[src/logic/ooo_settings.svh]
`ifndef OOO_SETTINGS_SVH
`define OOO_SETTINGS_SVH

// core sizes
`define OOO_XLEN      32
`define OOO_NUM_REGS  32
`define OOO_NUM_SLOTS 4
`define OOO_ROB_DEPTH 8

// alu op codes
// shifts use the low five bits of operand b
`define OOO_OP_ADD 3'd0
`define OOO_OP_SUB 3'd1
`define OOO_OP_AND 3'd2
`define OOO_OP_OR  3'd3
`define OOO_OP_XOR 3'd4
`define OOO_OP_SLL 3'd5
`define OOO_OP_SRL 3'd6
`define OOO_OP_SLT 3'd7

`endif

[src/logic/ooo_pkg.sv]
`include "ooo_settings.svh"

package ooo_pkg;

    typedef logic [`OOO_XLEN-1:0]               word_t;
    typedef logic [$clog2(`OOO_NUM_REGS)-1:0]  reg_addr_t;
    typedef logic [$clog2(`OOO_ROB_DEPTH)-1:0] rob_tag_t;
    typedef logic [2:0]                        alu_op_t;

    typedef enum logic [1:0] {
        SLOT_FREE,
        SLOT_WAIT,
        SLOT_READY
    } slot_state_t;

    // integer alu of the issue slots
    function automatic word_t alu_compute(alu_op_t op, word_t a, word_t b);
        word_t res;
        case (op)
            `OOO_OP_ADD: res = a + b;
            `OOO_OP_SUB: res = a - b;
            `OOO_OP_AND: res = a & b;
            `OOO_OP_OR:  res = a | b;
            `OOO_OP_XOR: res = a ^ b;
            `OOO_OP_SLL: res = a << b[4:0];
            `OOO_OP_SRL: res = a >> b[4:0];
            // signed compare
            `OOO_OP_SLT: res = word_t'($signed(a) < $signed(b));
            default:     res = '0;
        endcase
        return res;
    endfunction

endpackage

[src/logic/reorder_buffer.sv]
`timescale 1ns/1ns
`include "ooo_settings.svh"

module reorder_buffer (
    input  logic                      clk,
    input  logic                      rst,

    input  logic                      alloc_valid_i,
    input  ooo_pkg::reg_addr_t        alloc_rd_i,
    output ooo_pkg::rob_tag_t         alloc_tag_o,
    output logic                      full_o,
    output logic [`OOO_ROB_DEPTH-1:0] done_o,
    output ooo_pkg::word_t            data_o [`OOO_ROB_DEPTH],

    input  logic [`OOO_NUM_SLOTS-1:0] slot_req_i,
    input  ooo_pkg::rob_tag_t         slot_tag_i    [`OOO_NUM_SLOTS],
    input  ooo_pkg::word_t            slot_result_i [`OOO_NUM_SLOTS],
    output logic [`OOO_NUM_SLOTS-1:0] slot_grant_o,

    output logic                      cdb_valid_o,
    output ooo_pkg::rob_tag_t         cdb_tag_o,
    output ooo_pkg::word_t            cdb_data_o,

    input  logic                      commit_ready_i,
    output logic                      commit_valid_o,
    output ooo_pkg::reg_addr_t        commit_rd_o,
    output ooo_pkg::rob_tag_t         commit_tag_o,
    output ooo_pkg::word_t            commit_data_o
);

    localparam int CNT_W = $clog2(`OOO_ROB_DEPTH) + 1;

    ooo_pkg::rob_tag_t        head;
    ooo_pkg::rob_tag_t        tail;
    logic [CNT_W-1:0]         count;

    logic [`OOO_ROB_DEPTH-1:0] done;
    ooo_pkg::reg_addr_t       entry_rd  [`OOO_ROB_DEPTH];
    ooo_pkg::word_t           entry_val [`OOO_ROB_DEPTH];

    logic                     commit_fire;

    assign alloc_tag_o = tail;
    assign full_o      = (count == CNT_W'(`OOO_ROB_DEPTH));
    assign done_o      = done;
    assign data_o      = entry_val;

    // lowest requesting slot wins
    assign slot_grant_o = slot_req_i & (~slot_req_i + 1'b1);

    always_comb begin
        cdb_valid_o = 1'b0;
        cdb_tag_o   = '0;
        cdb_data_o  = '0;
        for (int i = `OOO_NUM_SLOTS - 1; i >= 0; i--) begin
            if (slot_req_i[i]) begin
                cdb_valid_o = 1'b1;
                cdb_tag_o   = slot_tag_i[i];
                cdb_data_o  = slot_result_i[i];
            end
        end
    end

    // head entry is offered as long as it is finished
    assign commit_valid_o = (count != '0) && done[head];
    assign commit_rd_o    = entry_rd[head];
    assign commit_tag_o   = head;
    assign commit_data_o  = entry_val[head];
    assign commit_fire    = commit_valid_o && commit_ready_i;

    always_ff @(posedge clk) begin
        if (rst) begin
            head  <= '0;
            tail  <= '0;
            count <= '0;
            done  <= '0;
        end else begin
            if (alloc_valid_i) begin
                done[tail] <= 1'b0;
                tail       <= tail + 1'b1;
            end
            if (cdb_valid_o) begin
                done[cdb_tag_o] <= 1'b1;
            end
            if (commit_fire) begin
                head <= head + 1'b1;
            end
            count <= count + CNT_W'(alloc_valid_i) - CNT_W'(commit_fire);
        end
    end

    always_ff @(posedge clk) begin
        if (alloc_valid_i) begin
            entry_rd[tail] <= alloc_rd_i;
        end
        if (cdb_valid_o) begin
            entry_val[cdb_tag_o] <= cdb_data_o;
        end
    end

endmodule

[config.mk]
export PLATFORM = sky130hd
export DESIGN_NAME = reorder_buffer
export DESIGN_NICKNAME = d
export VERILOG_FILES = /design/src/logic/ooo_pkg.sv /design/src/logic/reorder_buffer.sv
export VERILOG_INCLUDE_DIRS = /design/src /design/src/logic
export SDC_FILE = /design/constraint.sdc
export NUM_CORES = 1
export LEC_CHECK = 0
export BUFFER_PORTS_ARGS = -buffer_cell sky130_fd_sc_hd__buf_2
export CORE_AREA = 2 2 196 198
export CTS_BUF_LIST = sky130_fd_sc_hd__clkbuf_16
export CTS_CLUSTER_SIZE = 25
export DETAILED_ROUTE_END_ITERATION = 12
export DIE_AREA = 0 0 198 200
export SETUP_SLACK_MARGIN = 0.15
export SYNTH_ARGS = -nofsm -noshare
export SYNTH_HDL_FRONTEND = slang
export SYNTH_SLANG_ARGS = --single-unit
[constraint.sdc]
create_clock -name clk -period 4.2 [get_ports clk]
set_clock_uncertainty 0.15 [all_clocks]
set_input_delay 1.05 -clock clk [delete_from_list [all_inputs] [get_ports clk]]
set_output_delay 1.05 -clock clk [all_outputs]
set_load 0.03 [all_outputs]
# [Yosys cells after proc, flatten, opt, wreduce, memory -nomap -nowiden]
# Memory sizes are Yosys's and may differ from the RTL's. A register that Yosys moved wholly into a read port is not among the register bits.
# Cells that the tools add are included.
[classes] n_addsub=5 n_lt_le_gt_ge=8 n_eq_ne=1 n_mux=31 bitwise_logic=7 reduce_logical=6
[ops] op="$bwmux 256" n=1
[ops] op="$mux 32" n=7
[ops] op="$bmux 32 s3" n=1
[ops] op="$demux 32 s3" n=1
[ops] op="$mux 8" n=3
[ops] op="$mux 3" n=6
[ops] op="$lt 3x4->1 const B" n=3
[ops] op="$mux 1" n=9
[ops] op="$and 8x8->8" n=1
[ops] op="$ge 4x4->1 const B" n=2
[ops] op="$not 3->4" n=2
[ops] op="$not 8->8" n=1
[ops] op="$or 8x8->8" n=1
[ops] op="$add 3x1->3 const B" n=2
[ops] op="$demux 1 s3" n=2
[ops] op="$ge 3x1->1 const B" n=2
[ops] op="$logic_and 1x1->1" n=5
[ops] op="$add 4x1->4" n=1
[ops] op="$add 4x1->4 const B" n=1
[ops] op="$and 4x4->4" n=1
[ops] op="$eq 4x4->1 const B" n=1
[ops] op="$lt 4x1->1 const B" n=1
[ops] op="$not 4->4" n=1
[ops] op="$reduce_bool 4->1" n=1
[ops] op="2 further kinds" n=2
[word_totals] register_bits=274 ram_bits=40 input_bits=153 output_inout_bits=349 word_cells=71 n_memories=1
[memory_table] memory="entry_rd" words=8 width=5 read_ports=1 rd_ports_with_merged_regs=1 write_ports=1 line="reorder_buffer.sv:38" rtl="ooo_pkg::reg_addr_t entry_rd [`OOO_ROB_DEPTH];"

# [Logic depth before layout (Yosys ltp)]
[logic_depth] depth_word=10 ltp_mapped=11

# [Worst setup path after synthesis]
# OpenSTA, ideal clock, no wires.
[synth_path] path_type="input to register" start="in slot_req_i[0]" end="reg entry_val (netlist bit data_o[192]), enable pin" arrival_time_ps=4102 required_time_ps=3589 setup_slack_ps=-513 cell_stages=6 cell_sequence="buf_2 -> a21oi_1 -> a22o_1 -> and2_1 -> inv_2 -> nor3_1"
[synth_via] elab_chain_len=1
[synth_lines] element="start, declared" line="reorder_buffer.sv:15" rtl="input logic [`OOO_NUM_SLOTS-1:0] slot_req_i,"
[synth_lines] element="$mux 1" line="reorder_buffer.sv:56" rtl="if (slot_req_i[i]) begin"
[synth_lines] element="end signal, assigned by index" line="reorder_buffer.sv:97" rtl="entry_val[cdb_tag_o] <= cdb_data_o;"
[synth_lines] element="end, declared" line="reorder_buffer.sv:39" rtl="ooo_pkg::word_t entry_val [`OOO_ROB_DEPTH];"
# Every way passes these cells.
# A chain may end at the register's enable or synchronous reset.

# [Worst setup path in the final report]
[layout_path] start="in slot_req_i[1]" end="out cdb_data_o[13]"
[layout_via] elab_chain_len=2
[layout_lines] element="$mux 32 (2 in series)" line="reorder_buffer.sv:56"
[layout_lines] element="end, declared" line="reorder_buffer.sv:22" rtl="output ooo_pkg::word_t cdb_data_o,"
# Every way passes these cells.

==> flow_summary_export.csv <==
group,metric,value,unit
synth,ys_types,44,
sta,max_freq,0.262,GHz
global_routing,grt_pass1_vias,9388,
synth,async_reset_ff_frac,0,
finish,drive_above_1_share,0.589,
clock_network,root_buffer,"clkbuf_16",
global_routing,grt_pass1_wl,63400,um
sta,min_period,3.82,ns
placed_design,dp_hpwl,32600,um
setup_path,end_kind,"output port",
clock_network,numCtsBuffers,35,
status,status,"finished, final reports clean",
clock_network,clkTransAtPathRegs,0.06,ns
clock_network,tritoncts,"built",
sta,rsz0062_at_grt,"false",
synth,synth_edf_count,296,
floorplan,coreArea,37400,um2
setup_path,cp-start-kind,"input pin",
floorplan,initial_core_util,0.353,
sta,whs,0.363,ns
detailed_routing,wl_per_cell,25.5,um
detailed_routing,viasPerCell,5.26,
setup_path,arrival,2.62,ns
power_and_ir_drop,peakVddDrop,0.327,mV
sta,tightest_slew,0.817,ns
synth,yosysWarnings,0,
floorplan,rows,71,
finish,final_common_cell,"buf_2",
detailed_routing,ant_nets,0,
setup_path,crit_type,"in2out",
synth,synth_xor_area_frac,0.00331,
synth,synth_top_family_by_area,"multiplexers",
clock_network,h-tree-depth,2,
synth,ys_seq_elements,317,
finish,final_cell_mix,"buf_2, edfxtp_1, mux4_2",
setup_path,crit_slowest_cell,"nor4b_4",
power_and_ir_drop,p_total,8.44,mW
finish,postLayoutCoreUtil,0.478,
finish,seq_area,9320,um2
placed_design,place_ws,0.367,ns
global_routing,grt_overflow,0,
clock_network,clockBufferDepth,3,
synth,yosys.area_share.simple,0.0397,
synth,synth_flop_cell,"edfxtp_1",
power_and_ir_drop,p_leak,6.66,nW
synth,ys_seq_area_frac,0.704,
clock_network,postCtsHoldBufs,0,
sta,slew_violations,0,
floorplan,die_h,200,um
setup_path,cp_common_cell,"buf_2",
global_routing,grtUsageMet2,0.399,
synth,syn_inst,697,
sta,finalSetupTns,0,ns
clock_network,clock_sinks,317,
global_routing,grt_use_met3,0.0549,
synth,netlist_area,13200,um2
floorplan,die_x,198,um
detailed_routing,dr.pass1.iters,5,
hold_path,hp-class,"reg2reg",
global_routing,grt_use_total,0.223,
placed_design,port_buffers,501,
setup_path,slowest_delay,0.43,ns
setup_path,cp_max_fo,25,
finish,multiInputGateArea,3730,um2
synth,synthAdderAreaFrac,0.00814,
global_routing,grt_max_degree,48,
flow_run,cap_violations,0,
clock_network,cts_setup_buffers,0,
sta,setup_viol,0,
sta,finalCritPeriodShare,0.910,
detailed_routing,routed_wl,45800,um
floorplan,pin_count,502,
detailed_routing,vias,9420,
sta,hold_viol,0,
setup_path,crit_chain,"buf_2 > nor4b_4 > buf_12 > a221o_1 > buf_2",
sta,setup_slack,0.377,ns
sta,slew_headroom,0.456,
synth,synth_area_per_cell,19.0,um2
synth,synth_compound_area_frac,0.0591,
global_routing,top_usage_layer,"met2",
finish,nFillCells,3255,
detailed_routing,drc,0,
detailed_routing,drtIter0Drc,705,
clock_network,cts.repair.resized,0,
placed_design,gp_congestion,0.906,
floorplan,die_area,39600,um2
synth,synth_mux_area_frac,0.166,
finish,areaGrowthSynthToFinish,35.1,%
global_routing,grt_use_met1,0.268,
power_and_ir_drop,power_density,473,nW/um2
finish,nets,1415,
setup_path,required,3.00,ns
clock_network,clock_latency,0.50,ns
synth,syn_nets,858,
global_routing,antenna_found_initial,4,
metrics by stage:
stage / cell area [um2] / cells
finish: 17900 / 1792
global route: 17900 / 1791
CTS: 17900 / 1788
detailed placement: 16800 / 1728
global placement: 16800 / 1728
floorplan: 13200 / 697
flip-flops by register name, summed over array words and instances (netlist names), named ones only:
signal / flops
commit_tag_o: 3
entry_rd: 40
count: 4
done_o: 8
data_o: 256
alloc_tag_o: 3
metal layers:
| layer | share of wire | wire length (um) |
|---|---|---|
| met1 | 0.38 | 17500 |
| met2 | 0.51 | 23200 |
| met3 | 0.085 | 3910 |
| met4 | 0.026 | 1170 |
| met5 | 0 | 0 |
path summary, 6_finish.rpt:
check | startpoint | end | slack [ns] | cells past startpoint
min reg2reg | done_o[5] | done_o[5] | 0.36 | 2
max reg2reg | commit_tag_o[1] | count[2] | 1.27 | 9
max | slot_req_i[1] | cdb_data_o[13] | 0.38 | 5
min | done_o[5] | done_o[5] | 0.36 | 2
power by group:
part	switching (mW)	total, mW	internal, mW
registers	0.143	3.91	3.76
clock network	1.19	2.89	1.70
logic	1.12	1.64	0.517
total	2.46	8.44	5.98
critical path, delay by kind of cell:
family / cells / cell delay [ns]
AO/OA/AOI/OAI: 1 / 0.36
buffers and inverters: 3 / 0.75
AND/OR/NAND/NOR: 1 / 0.43
cells by family (layout without fill, tap and decap cells):
group	after synthesis	count (layout)
DFF	317	317
muxes	122	122
and+or+nand+nor	103	103
AOI/OAI and AO/OA	88	88
buffers and inverters	54	634
adders and majority gates	8	8
xor gates and xnor gates	5	5
other	0	4
synthesized netlist by cell type (3+ instances only):
library cell / n / area share
nand2_1: 7 / 0.0020
buf_6: 4 / 0.0034
or3b_2: 3 / 0.0020
edfxtp_1: 296 / 0.67
nor2b_1: 8 / 0.0038
a22oi_1: 32 / 0.018
nand3b_1: 4 / 0.0023
clkbuf_1: 19 / 0.0054
ha_1: 7 / 0.0066
a221o_1: 33 / 0.025
mux2_2: 39 / 0.033
mux4_2: 74 / 0.13
buf_2: 14 / 0.0053
a21oi_1: 6 / 0.0023
nand2b_1: 15 / 0.0071
xor2_1: 3 / 0.0020
dfxtp_1: 21 / 0.032
mux2i_1: 7 / 0.0053
inv_1: 7 / 0.0020
and2_1: 3 / 0.0014
nor2_1: 53 / 0.015
nor3_1: 4 / 0.0015
o32ai_1: 4 / 0.0027
buf_1: 7 / 0.0020
area by class of cell:
| type | instances | area share |
|---|---|---|
| antenna | 4 | 0.000560 |
| clock buffer | 35 | 0.0490 |
| clock inverter | 25 | 0.0114 |
| inverter | 9 | 0.00189 |
| multi-input combinational | 326 | 0.209 |
| sequential | 317 | 0.522 |
| tap | 511 | 0.0358 |
| timing repair buffer | 565 | 0.171 |
(Power assumes the default switching activity.)
