**src/logic/ooo_settings.svh**
```systemverilog
`ifndef OOO_SETTINGS_SVH
`define OOO_SETTINGS_SVH

// core sizes
`define OOO_XLEN      32
`define OOO_NUM_REGS  32
`define OOO_NUM_SLOTS 4
`define OOO_ROB_DEPTH 8

// alu op codes
// shifts use the low five bits of operand b
`define OOO_OP_ADD 3'd0
`define OOO_OP_SUB 3'd1
`define OOO_OP_AND 3'd2
`define OOO_OP_OR  3'd3
`define OOO_OP_XOR 3'd4
`define OOO_OP_SLL 3'd5
`define OOO_OP_SRL 3'd6
`define OOO_OP_SLT 3'd7

`endif

```
**src/logic/ooo_pkg.sv**
```systemverilog
`include "ooo_settings.svh"

package ooo_pkg;

    typedef logic [`OOO_XLEN-1:0]               word_t;
    typedef logic [$clog2(`OOO_NUM_REGS)-1:0]  reg_addr_t;
    typedef logic [$clog2(`OOO_ROB_DEPTH)-1:0] rob_tag_t;
    typedef logic [2:0]                        alu_op_t;

    typedef enum logic [1:0] {
        SLOT_FREE,
        SLOT_WAIT,
        SLOT_READY
    } slot_state_t;

    // integer alu of the issue slots
    function automatic word_t alu_compute(alu_op_t op, word_t a, word_t b);
        word_t res;
        case (op)
            `OOO_OP_ADD: res = a + b;
            `OOO_OP_SUB: res = a - b;
            `OOO_OP_AND: res = a & b;
            `OOO_OP_OR:  res = a | b;
            `OOO_OP_XOR: res = a ^ b;
            `OOO_OP_SLL: res = a << b[4:0];
            `OOO_OP_SRL: res = a >> b[4:0];
            // signed compare
            `OOO_OP_SLT: res = word_t'($signed(a) < $signed(b));
            default:     res = '0;
        endcase
        return res;
    endfunction

endpackage

```
**src/logic/issue_slot.sv**
```systemverilog
`timescale 1ns/1ns

module issue_slot (
    input  logic               clk,
    input  logic               rst,

    input  logic               load_i,
    input  ooo_pkg::alu_op_t   disp_op_i,
    input  ooo_pkg::rob_tag_t  disp_tag_i,
    input  logic               disp_src1_ready_i,
    input  ooo_pkg::rob_tag_t  disp_src1_tag_i,
    input  ooo_pkg::word_t     disp_src1_data_i,
    input  logic               disp_src2_ready_i,
    input  ooo_pkg::rob_tag_t  disp_src2_tag_i,
    input  ooo_pkg::word_t     disp_src2_data_i,

    input  logic               cdb_valid_i,
    input  ooo_pkg::rob_tag_t  cdb_tag_i,
    input  ooo_pkg::word_t     cdb_data_i,

    input  logic               grant_i,
    output logic               free_o,
    output logic               req_o,
    output ooo_pkg::rob_tag_t  tag_o,
    output ooo_pkg::word_t     result_o
);

    ooo_pkg::slot_state_t state;

    ooo_pkg::alu_op_t  op;
    ooo_pkg::rob_tag_t dest_tag;
    logic              have1, have2;
    ooo_pkg::rob_tag_t tag1, tag2;
    ooo_pkg::word_t    data1, data2;
    logic              hit1, hit2;

    // wakeup on a matching broadcast
    assign hit1 = (state == ooo_pkg::SLOT_WAIT) && cdb_valid_i && !have1 && cdb_tag_i == tag1;
    assign hit2 = (state == ooo_pkg::SLOT_WAIT) && cdb_valid_i && !have2 && cdb_tag_i == tag2;

    always_ff @(posedge clk) begin
        if (rst) begin
            state <= ooo_pkg::SLOT_FREE;
        end else begin
            case (state)
                ooo_pkg::SLOT_FREE: begin
                    if (load_i) begin
                        state <= (disp_src1_ready_i && disp_src2_ready_i) ?
                                 ooo_pkg::SLOT_READY : ooo_pkg::SLOT_WAIT;
                    end
                end
                ooo_pkg::SLOT_WAIT: begin
                    if ((have1 || hit1) && (have2 || hit2)) begin
                        state <= ooo_pkg::SLOT_READY;
                    end
                end
                ooo_pkg::SLOT_READY: begin
                    if (grant_i) begin
                        state <= ooo_pkg::SLOT_FREE;
                    end
                end
                default: state <= ooo_pkg::SLOT_FREE;
            endcase
        end
    end

    always_ff @(posedge clk) begin
        if (load_i) begin
            op       <= disp_op_i;
            dest_tag <= disp_tag_i;
            have1    <= disp_src1_ready_i;
            tag1     <= disp_src1_tag_i;
            data1    <= disp_src1_data_i;
            have2    <= disp_src2_ready_i;
            tag2     <= disp_src2_tag_i;
            data2    <= disp_src2_data_i;
        end else begin
            if (hit1) begin
                have1 <= 1'b1;
                data1 <= cdb_data_i;
            end
            if (hit2) begin
                have2 <= 1'b1;
                data2 <= cdb_data_i;
            end
        end
    end

    assign free_o   = (state == ooo_pkg::SLOT_FREE);
    assign req_o    = (state == ooo_pkg::SLOT_READY);
    assign tag_o    = dest_tag;
    assign result_o = ooo_pkg::alu_compute(op, data1, data2);

endmodule

```
**config.mk**
```make
export PLATFORM = sky130hd
export DESIGN_NAME = issue_slot
export DESIGN_NICKNAME = d
export VERILOG_FILES = /design/src/logic/ooo_pkg.sv /design/src/logic/issue_slot.sv
export VERILOG_INCLUDE_DIRS = /design/src /design/src/logic
export SDC_FILE = /design/constraint.sdc
export NUM_CORES = 1
export LEC_CHECK = 0
export ABC_AREA = 1
export BUFFER_PORTS_ARGS = -buffer_cell sky130_fd_sc_hd__buf_2
export CORE_ASPECT_RATIO = 1.2
export CORE_UTILIZATION = 30
export CTS_BUF_LIST = sky130_fd_sc_hd__clkbuf_8 sky130_fd_sc_hd__clkbuf_16
export DETAILED_ROUTE_END_ITERATION = 8
export GPL_ROUTABILITY_DRIVEN = 0
export SLEW_MARGIN = 20
export SYNTH_ARGS = -nofsm -noshare
export SYNTH_HDL_FRONTEND = slang
export SYNTH_SLANG_ARGS = --single-unit
export TNS_END_PERCENT = 5
```
**constraint.sdc**
```tcl
create_clock -name clk -period 6.1 [get_ports clk]
set_input_delay 0.915 -clock clk [delete_from_list [all_inputs] [get_ports clk]]
set_output_delay 0.915 -clock clk [all_outputs]
set_load 0.02 [all_outputs]
```
# --- After elaboration in Yosys (flattened, before gate mapping) ---
# Index checks and enable logic that the tools add are counted.
# Widths: inputs -> output; s select.
classes:
  n_addsub: 2
  n_lt_le_gt_ge: 1
  eq_ne: 14
  shifts: 2
  n_mux: 14
  bitwise_logic: 3
  reduce_logical: 16
ops:
  columns: ["operator", "count"]
  rows:
  - ["$pmux 32 s8", 1]
  - ["$mux 32", 4]
  - ["$add 32x32->32", 1]
  - ["$and 32x32->32", 1]
  - ["$lt 32x32->1", 1]
  - ["$or 32x32->32", 1]
  - ["$shl 32x5->32", 1]
  - ["$shr 32x5->32", 1]
  - ["$sub 32x32->32", 1]
  - ["$xor 32x32->32", 1]
  - ["$eq 3x3->1 const B", 4]
  - ["$mux 2", 4]
  - ["$logic_and 1x1->1", 7]
  - ["$eq 3x2->1 const B", 2]
  - ["$eq 3x3->1", 2]
  - ["$pmux 2 s3", 1]
  - ["$mux 1", 4]
  - ["$ne 2x2->1 const B", 2]
  - ["$reduce_bool 2->1", 2]
  - ["$eq 3x1->1 const B", 1]
  - ["$logic_not 3->1", 1]
  - ["$reduce_and 3->1", 1]
  - ["$eq 2x1->1 const B", 1]
  - ["$eq 2x2->1 const B", 1]
  - ["other kinds (4)", 6]
totals:
  ff_bits: 80
  in_bits: 118
  wordCells: 61

# --- Depth between registers and ports, before layout ---
logic_depth:
  word_depth: 8
  mapped_depth: 18

# --- Worst setup path before layout ---
# No wires, ideal clock.
synth_timing:
  path_kind: "flip-flop to output port"
  startpoint: "register data2[3]"
  endpoint: "output result_o[0]"
  arrival_time_ns: 2.628
  path_slack_ns: 2.557
  path_stages_with_launch: 17
  path_buffers: 3
  cell_sequence: "edfxtp_1 buf_2 clkinv_1 buf_2 buf_1 ha_1 inv_2 nand3_1 nand2_1 nand2_1 nand2_1 nand2_1 nand2_1 nand2_1 nand3_1 nand3_1 a21oi_1"
synth_via:
  elab_chain_cells: 2
synth_rtl:
  columns: ["item", "line_no", "text"]
  rows:
  - ["start, declared", "issue_slot.sv:34", "ooo_pkg::word_t data1, data2;"]
  - ["start signal, assigned", "issue_slot.sv:76", "data2 <= disp_src2_data_i;"]
  - ["start signal, assigned", "issue_slot.sv:84", "data2 <= cdb_data_i;"]
  - ["$lt 32x32->1, or another cell as far along", "ooo_pkg.sv:28", "`OOO_OP_SLT: res = word_t'($signed(a) < $signed(b));"]
  - ["$pmux 32 s8 (*)", "ooo_pkg.sv:19", "case (op)"]
  - ["end, declared", "issue_slot.sv:25", "output ooo_pkg::word_t result_o"]
# Mark *: on every way between the ends. The rest lies on a longest branch, timed or not.

# --- Worst setup path in the final report ---
layout_timing:
  startpoint: "register data2[0]"
  endpoint: "output result_o[14]"
layout_via:
  elab_chain_cells: 2
layout_rtl:
  columns: ["item", "line_no", "text"]
  rows:
  - ["$sub 32x32->32, or another cell as far along", "ooo_pkg.sv:21", "`OOO_OP_SUB: res = a - b;"]
  - ["$pmux 32 s8 (*)", "ooo_pkg.sv:19", null]
# Marks and branches as above.

==> flow_summary_export.csv <==
group,metric,value,unit
synthesis,synth_xor_area_share,0.9150,%
floorplan,rows,81,
synthesis,yosysSeqAreaShare,19.15,%
routing,wl_met3,4352,um
cells_and_area,final_util,33.77,%
cells_and_area,fillers,4614,
hold_path,min-delay-start,"state[0]",
synthesis,synth_cells,2149,
clock_tree,clockRootBuffer,"clkbuf_16",
power_and_ir_drop,p_per_area,189.0,nW/um^2
synthesis,synth_mux_area_share,0.08044,%
floorplan,io-pin-count,155,
synthesis,synthDistinctLibCells,50,
clock_tree,cts_sinks,80,
hold_path,hp-class,"flop to flop",
sta,clock-skew-final,0.009345,ns
floorplan,die_h,225.1,um
routing,dr_wl_met2,23080,um
synthesis,yosysWarnings,0,
global_routing,antenna_found_initial,0,
routing,wl_met1,20980,um
critical_path,crit_arrival,3.57,ns
clock_tree,cts_tree,"yes",
global_routing,track_usage,24.00,%
cells_and_area,drive_above_1_share,9.449,%
sta,finalMaxSlewViolations,0,
routing,final_antenna_net_count,0,
clock_tree,postCtsHoldBufs,0,
sta,slew_headroom,30.16,%
hold_path,min_path_cells,3,
sta,min_period,4.485,ns
floorplan,dieArea,42300,sq um
routing,vias_per_cell,5.380,
routing,top_layer,"met4",
place,hpwlAfterDp,41760,um
floorplan,core,40840,sq um
place,place_ws,2.055,ns
hold_path,holdPathEnd,"state[1]",
sta,hold_viol,0,
sta,finalHoldWorstSlack,0.6012,ns
clock_tree,clock_path_buffers,2,
sta,tightest_slew,1.046,ns
synthesis,synth_top_area_cell,"nand2_1",
critical_path,worstPathCellList,"buf_4 > ha_1 > inv_1 > fa_1 > inv_1 > nand2_1 > o21ai_2 > nand2_1 > nand2_1 > nand2_1 > nand2_1 > xor2_1 > nor2_1 > a21oi_1 > buf_2",
routing,wl_per_cell,18.62,um
critical_path,r2r_setup_slack,4.36,ns
synthesis,ys_ff_latch,80,
run,drv_cap,0,
critical_path,worstSetupEndpointType,"output pin",
critical_path,crit_top_cell,"nand2_1",
clock_tree,cts_buffers,9,
synthesis,synthesis.nets,2366,
cells_and_area,final_cell_mix,"nand2_1 (728), nand3_1 (289), inv_1 (253), nor2_1 (184), buf_2 (154)",
synthesis,synth.area.top_cells,"nand2_1 (22%), edfxtp_1 (19%), nand3_1 (12%)",
critical_path,critPathBufInv,4,
cells_and_area,diodes,0,
critical_path,cp.depth,15,
cells_and_area,syn2layout_area_growth,10.86,%
place,dp_cells,2756,
power_and_ir_drop,power_leakage,7.160,nW
clock_tree,cts_htree_levels,3,
sta,finalCritPeriodShare,73.53,%
critical_path,crit_type,"flop to output pin",
synthesis,synth_compound_area_share,14.94,%
cells_and_area,fin_nets,2445,
critical_path,rr_worst_depth,7,
clock_tree,ctsResizeCount,0,
clock_tree,clk_pin_slew_worst_paths,0.06,ns
critical_path,cp_top_family,"buffers and inverters",
sta,setup_slack,1.615,ns
synthesis,avgSynthCellArea,5.790,sq um
routing,routed_wl,51610,um
global_routing,grt_overflow_total,0,
sta,clock.fmax,223.0,MHz
synthesis,async_flop_share,0,%
power_and_ir_drop,ir_worst_vdd,0.1712,mV
routing,drt_iter0_markers,1598,
critical_path,cp-start-kind,"flop",
global_routing,grt_max_degree,83,
synthesis,synthesis.area,12440,sq um
floorplan,start_util,30.47,%
cells_and_area,final_common_cell,"nand2_1",
critical_path,slowest_delay,0.57,ns
clock_tree,cts_setup_buffers,0,
sta,setup_tns,0,ns
outcome,outcome,"finished clean",
clock_tree,clk_latency,0.35,ns
sta,rsz0062_at_grt,"no",
floorplan,dieWidth,187.9,um
synthesis,synth_edf_count,78,
critical_path,cp_slowest_cell,"buf_4",
synthesis,synth_flop_cell,"edfxtp_1",
synthesis,synth-simple-area-share,42.85,%
critical_path,reg2reg_from,"state[0]",
routing,drtPass1Iterations,7,
critical_path,timing.rr.end,"data2[2]",
synthesis,synth_fa_ha_area_share,10.08,%
sta,final-setup-viol-count,0,
cells_and_area,instances_no_fill,2772,
critical_path,worstPathRequired,5.18,ns
routing,dr_total_vias,14912,
synthesis,yosysTopAreaCellShare,21.96,%
routing,drc_errors,0,
critical_path,cp_max_fo,77,
synthesis,synth_top_family_by_area,"simple AND/OR/NAND/NOR gates",
global_routing,grt_pass1_vias,13946,
global_routing,grt_pass1_wl,77900,um
place,io_buffers,154,
## worst max path at each step
stage / slack (ns) / endpoint / startpoint
after floorplan: 2.56 / result_o[0] / data2[3]
after global placement: 2.07 / result_o[14] / data2[0]
after detailed placement: 2.06 / result_o[14] / data2[0]
after CTS: 1.66 / result_o[14] / data2[0]
after global routing: 1.38 / result_o[31] / data2[3]
final: 1.61 / result_o[14] / data2[0]
## Yosys cell counts, types with 2 or more instances
cell         n
a211oi_1     3
a21oi_1    111
a221oi_1     5
a31oi_1      4
and2_1       3
and3_1       3
buf_1        8
buf_2       33
buf_4       12
buf_6        5
clkbuf_1    38
dfxtp_1      2
edfxtp_1    78
fa_1         2
ha_1        97
inv_1      252
inv_2       13
nand2_1    728
nand2_2      2
nand3_1    289
nand3_2      4
nand3b_1     2
nand4_1     25
nor2_1     184
nor3_1      19
nor3_2       2
nor4_1       3
o2111ai_1    2
o211ai_1    39
o21a_1      15
o21ai_0     83
o21ai_1     19
o21bai_1    10
o221ai_1     5
o22ai_1     17
or2_2        7
xnor2_1      6
xor2_1       7
## stage by stage
step / area (sq um) / total power (W)
5_1_grt: 13790 / 0.002769
3_3_place_gp: 13480 / 0.001995
6_report: 13790 / 0.002607
2_1_floorplan: 12440 / 0.001583
4_1_cts: 13790 / 0.002593
3_5_place_dp: 13480 / 0.002007
## cell type report
| class | count | area [sq um] | share of cell area (%) |
|---|---|---|---|
| flip-flops and latches | 80 | 2382 | 17.27 |
| multi-input cells | 1705 | 8568 | 62.11 |
| repair buffers | 165 | 853.3 | 6.186 |
| inverters | 267 | 1003 | 7.274 |
| clock inverters | 7 | 87.58 | 0.6349 |
| clock buffers | 9 | 225.2 | 1.633 |
| well taps | 539 | 674.4 | 4.889 |
## sequential cells by signal (all words and copies together) (netlist names)
name and cells:
data1 32, have1 1, tag1 3, tag_o 3, op 3, tag2 3, have2 1, data2 32
state 2
## cell families after synthesis
group,count (synthesis)
DFF,80
AOI/OAI and AO/OA,319
and+or+nand+nor,1273
adders and majority gates,99
muxes,1
xor gates and xnor gates,13
buffers and inverters,364
## power breakdown
| part | total [W] | leakage (nW) | switching (W) | internal, W |
|---|---|---|---|---|
| Sequential | 0.000705 | 0.787 | 0.0000513 | 0.000653 |
| Clock | 0.000572 | 0.152 | 0.000217 | 0.000355 |
| Combinational | 0.00133 | 6.22 | 0.000940 | 0.000390 |
| Total | 0.00261 | 7.16 | 0.00121 | 0.00140 |
## layer usage
layer / vias to the layer above / track usage, %
met3: 151 / 3.021
met5: - / 0
li1: 7181 / -
met2: 772 / 38.88
met4: 0 / 14.79
met1: 6808 / 30.32
## tightest hold or removal path, stage by stage, from the launching register on
cell     delay, ns
dfxtp_1       0.37
nor3_1        0.08
inv_1         0.04
a21oi_1       0.06
No activity file was read; power rests on OpenSTA's default activity.
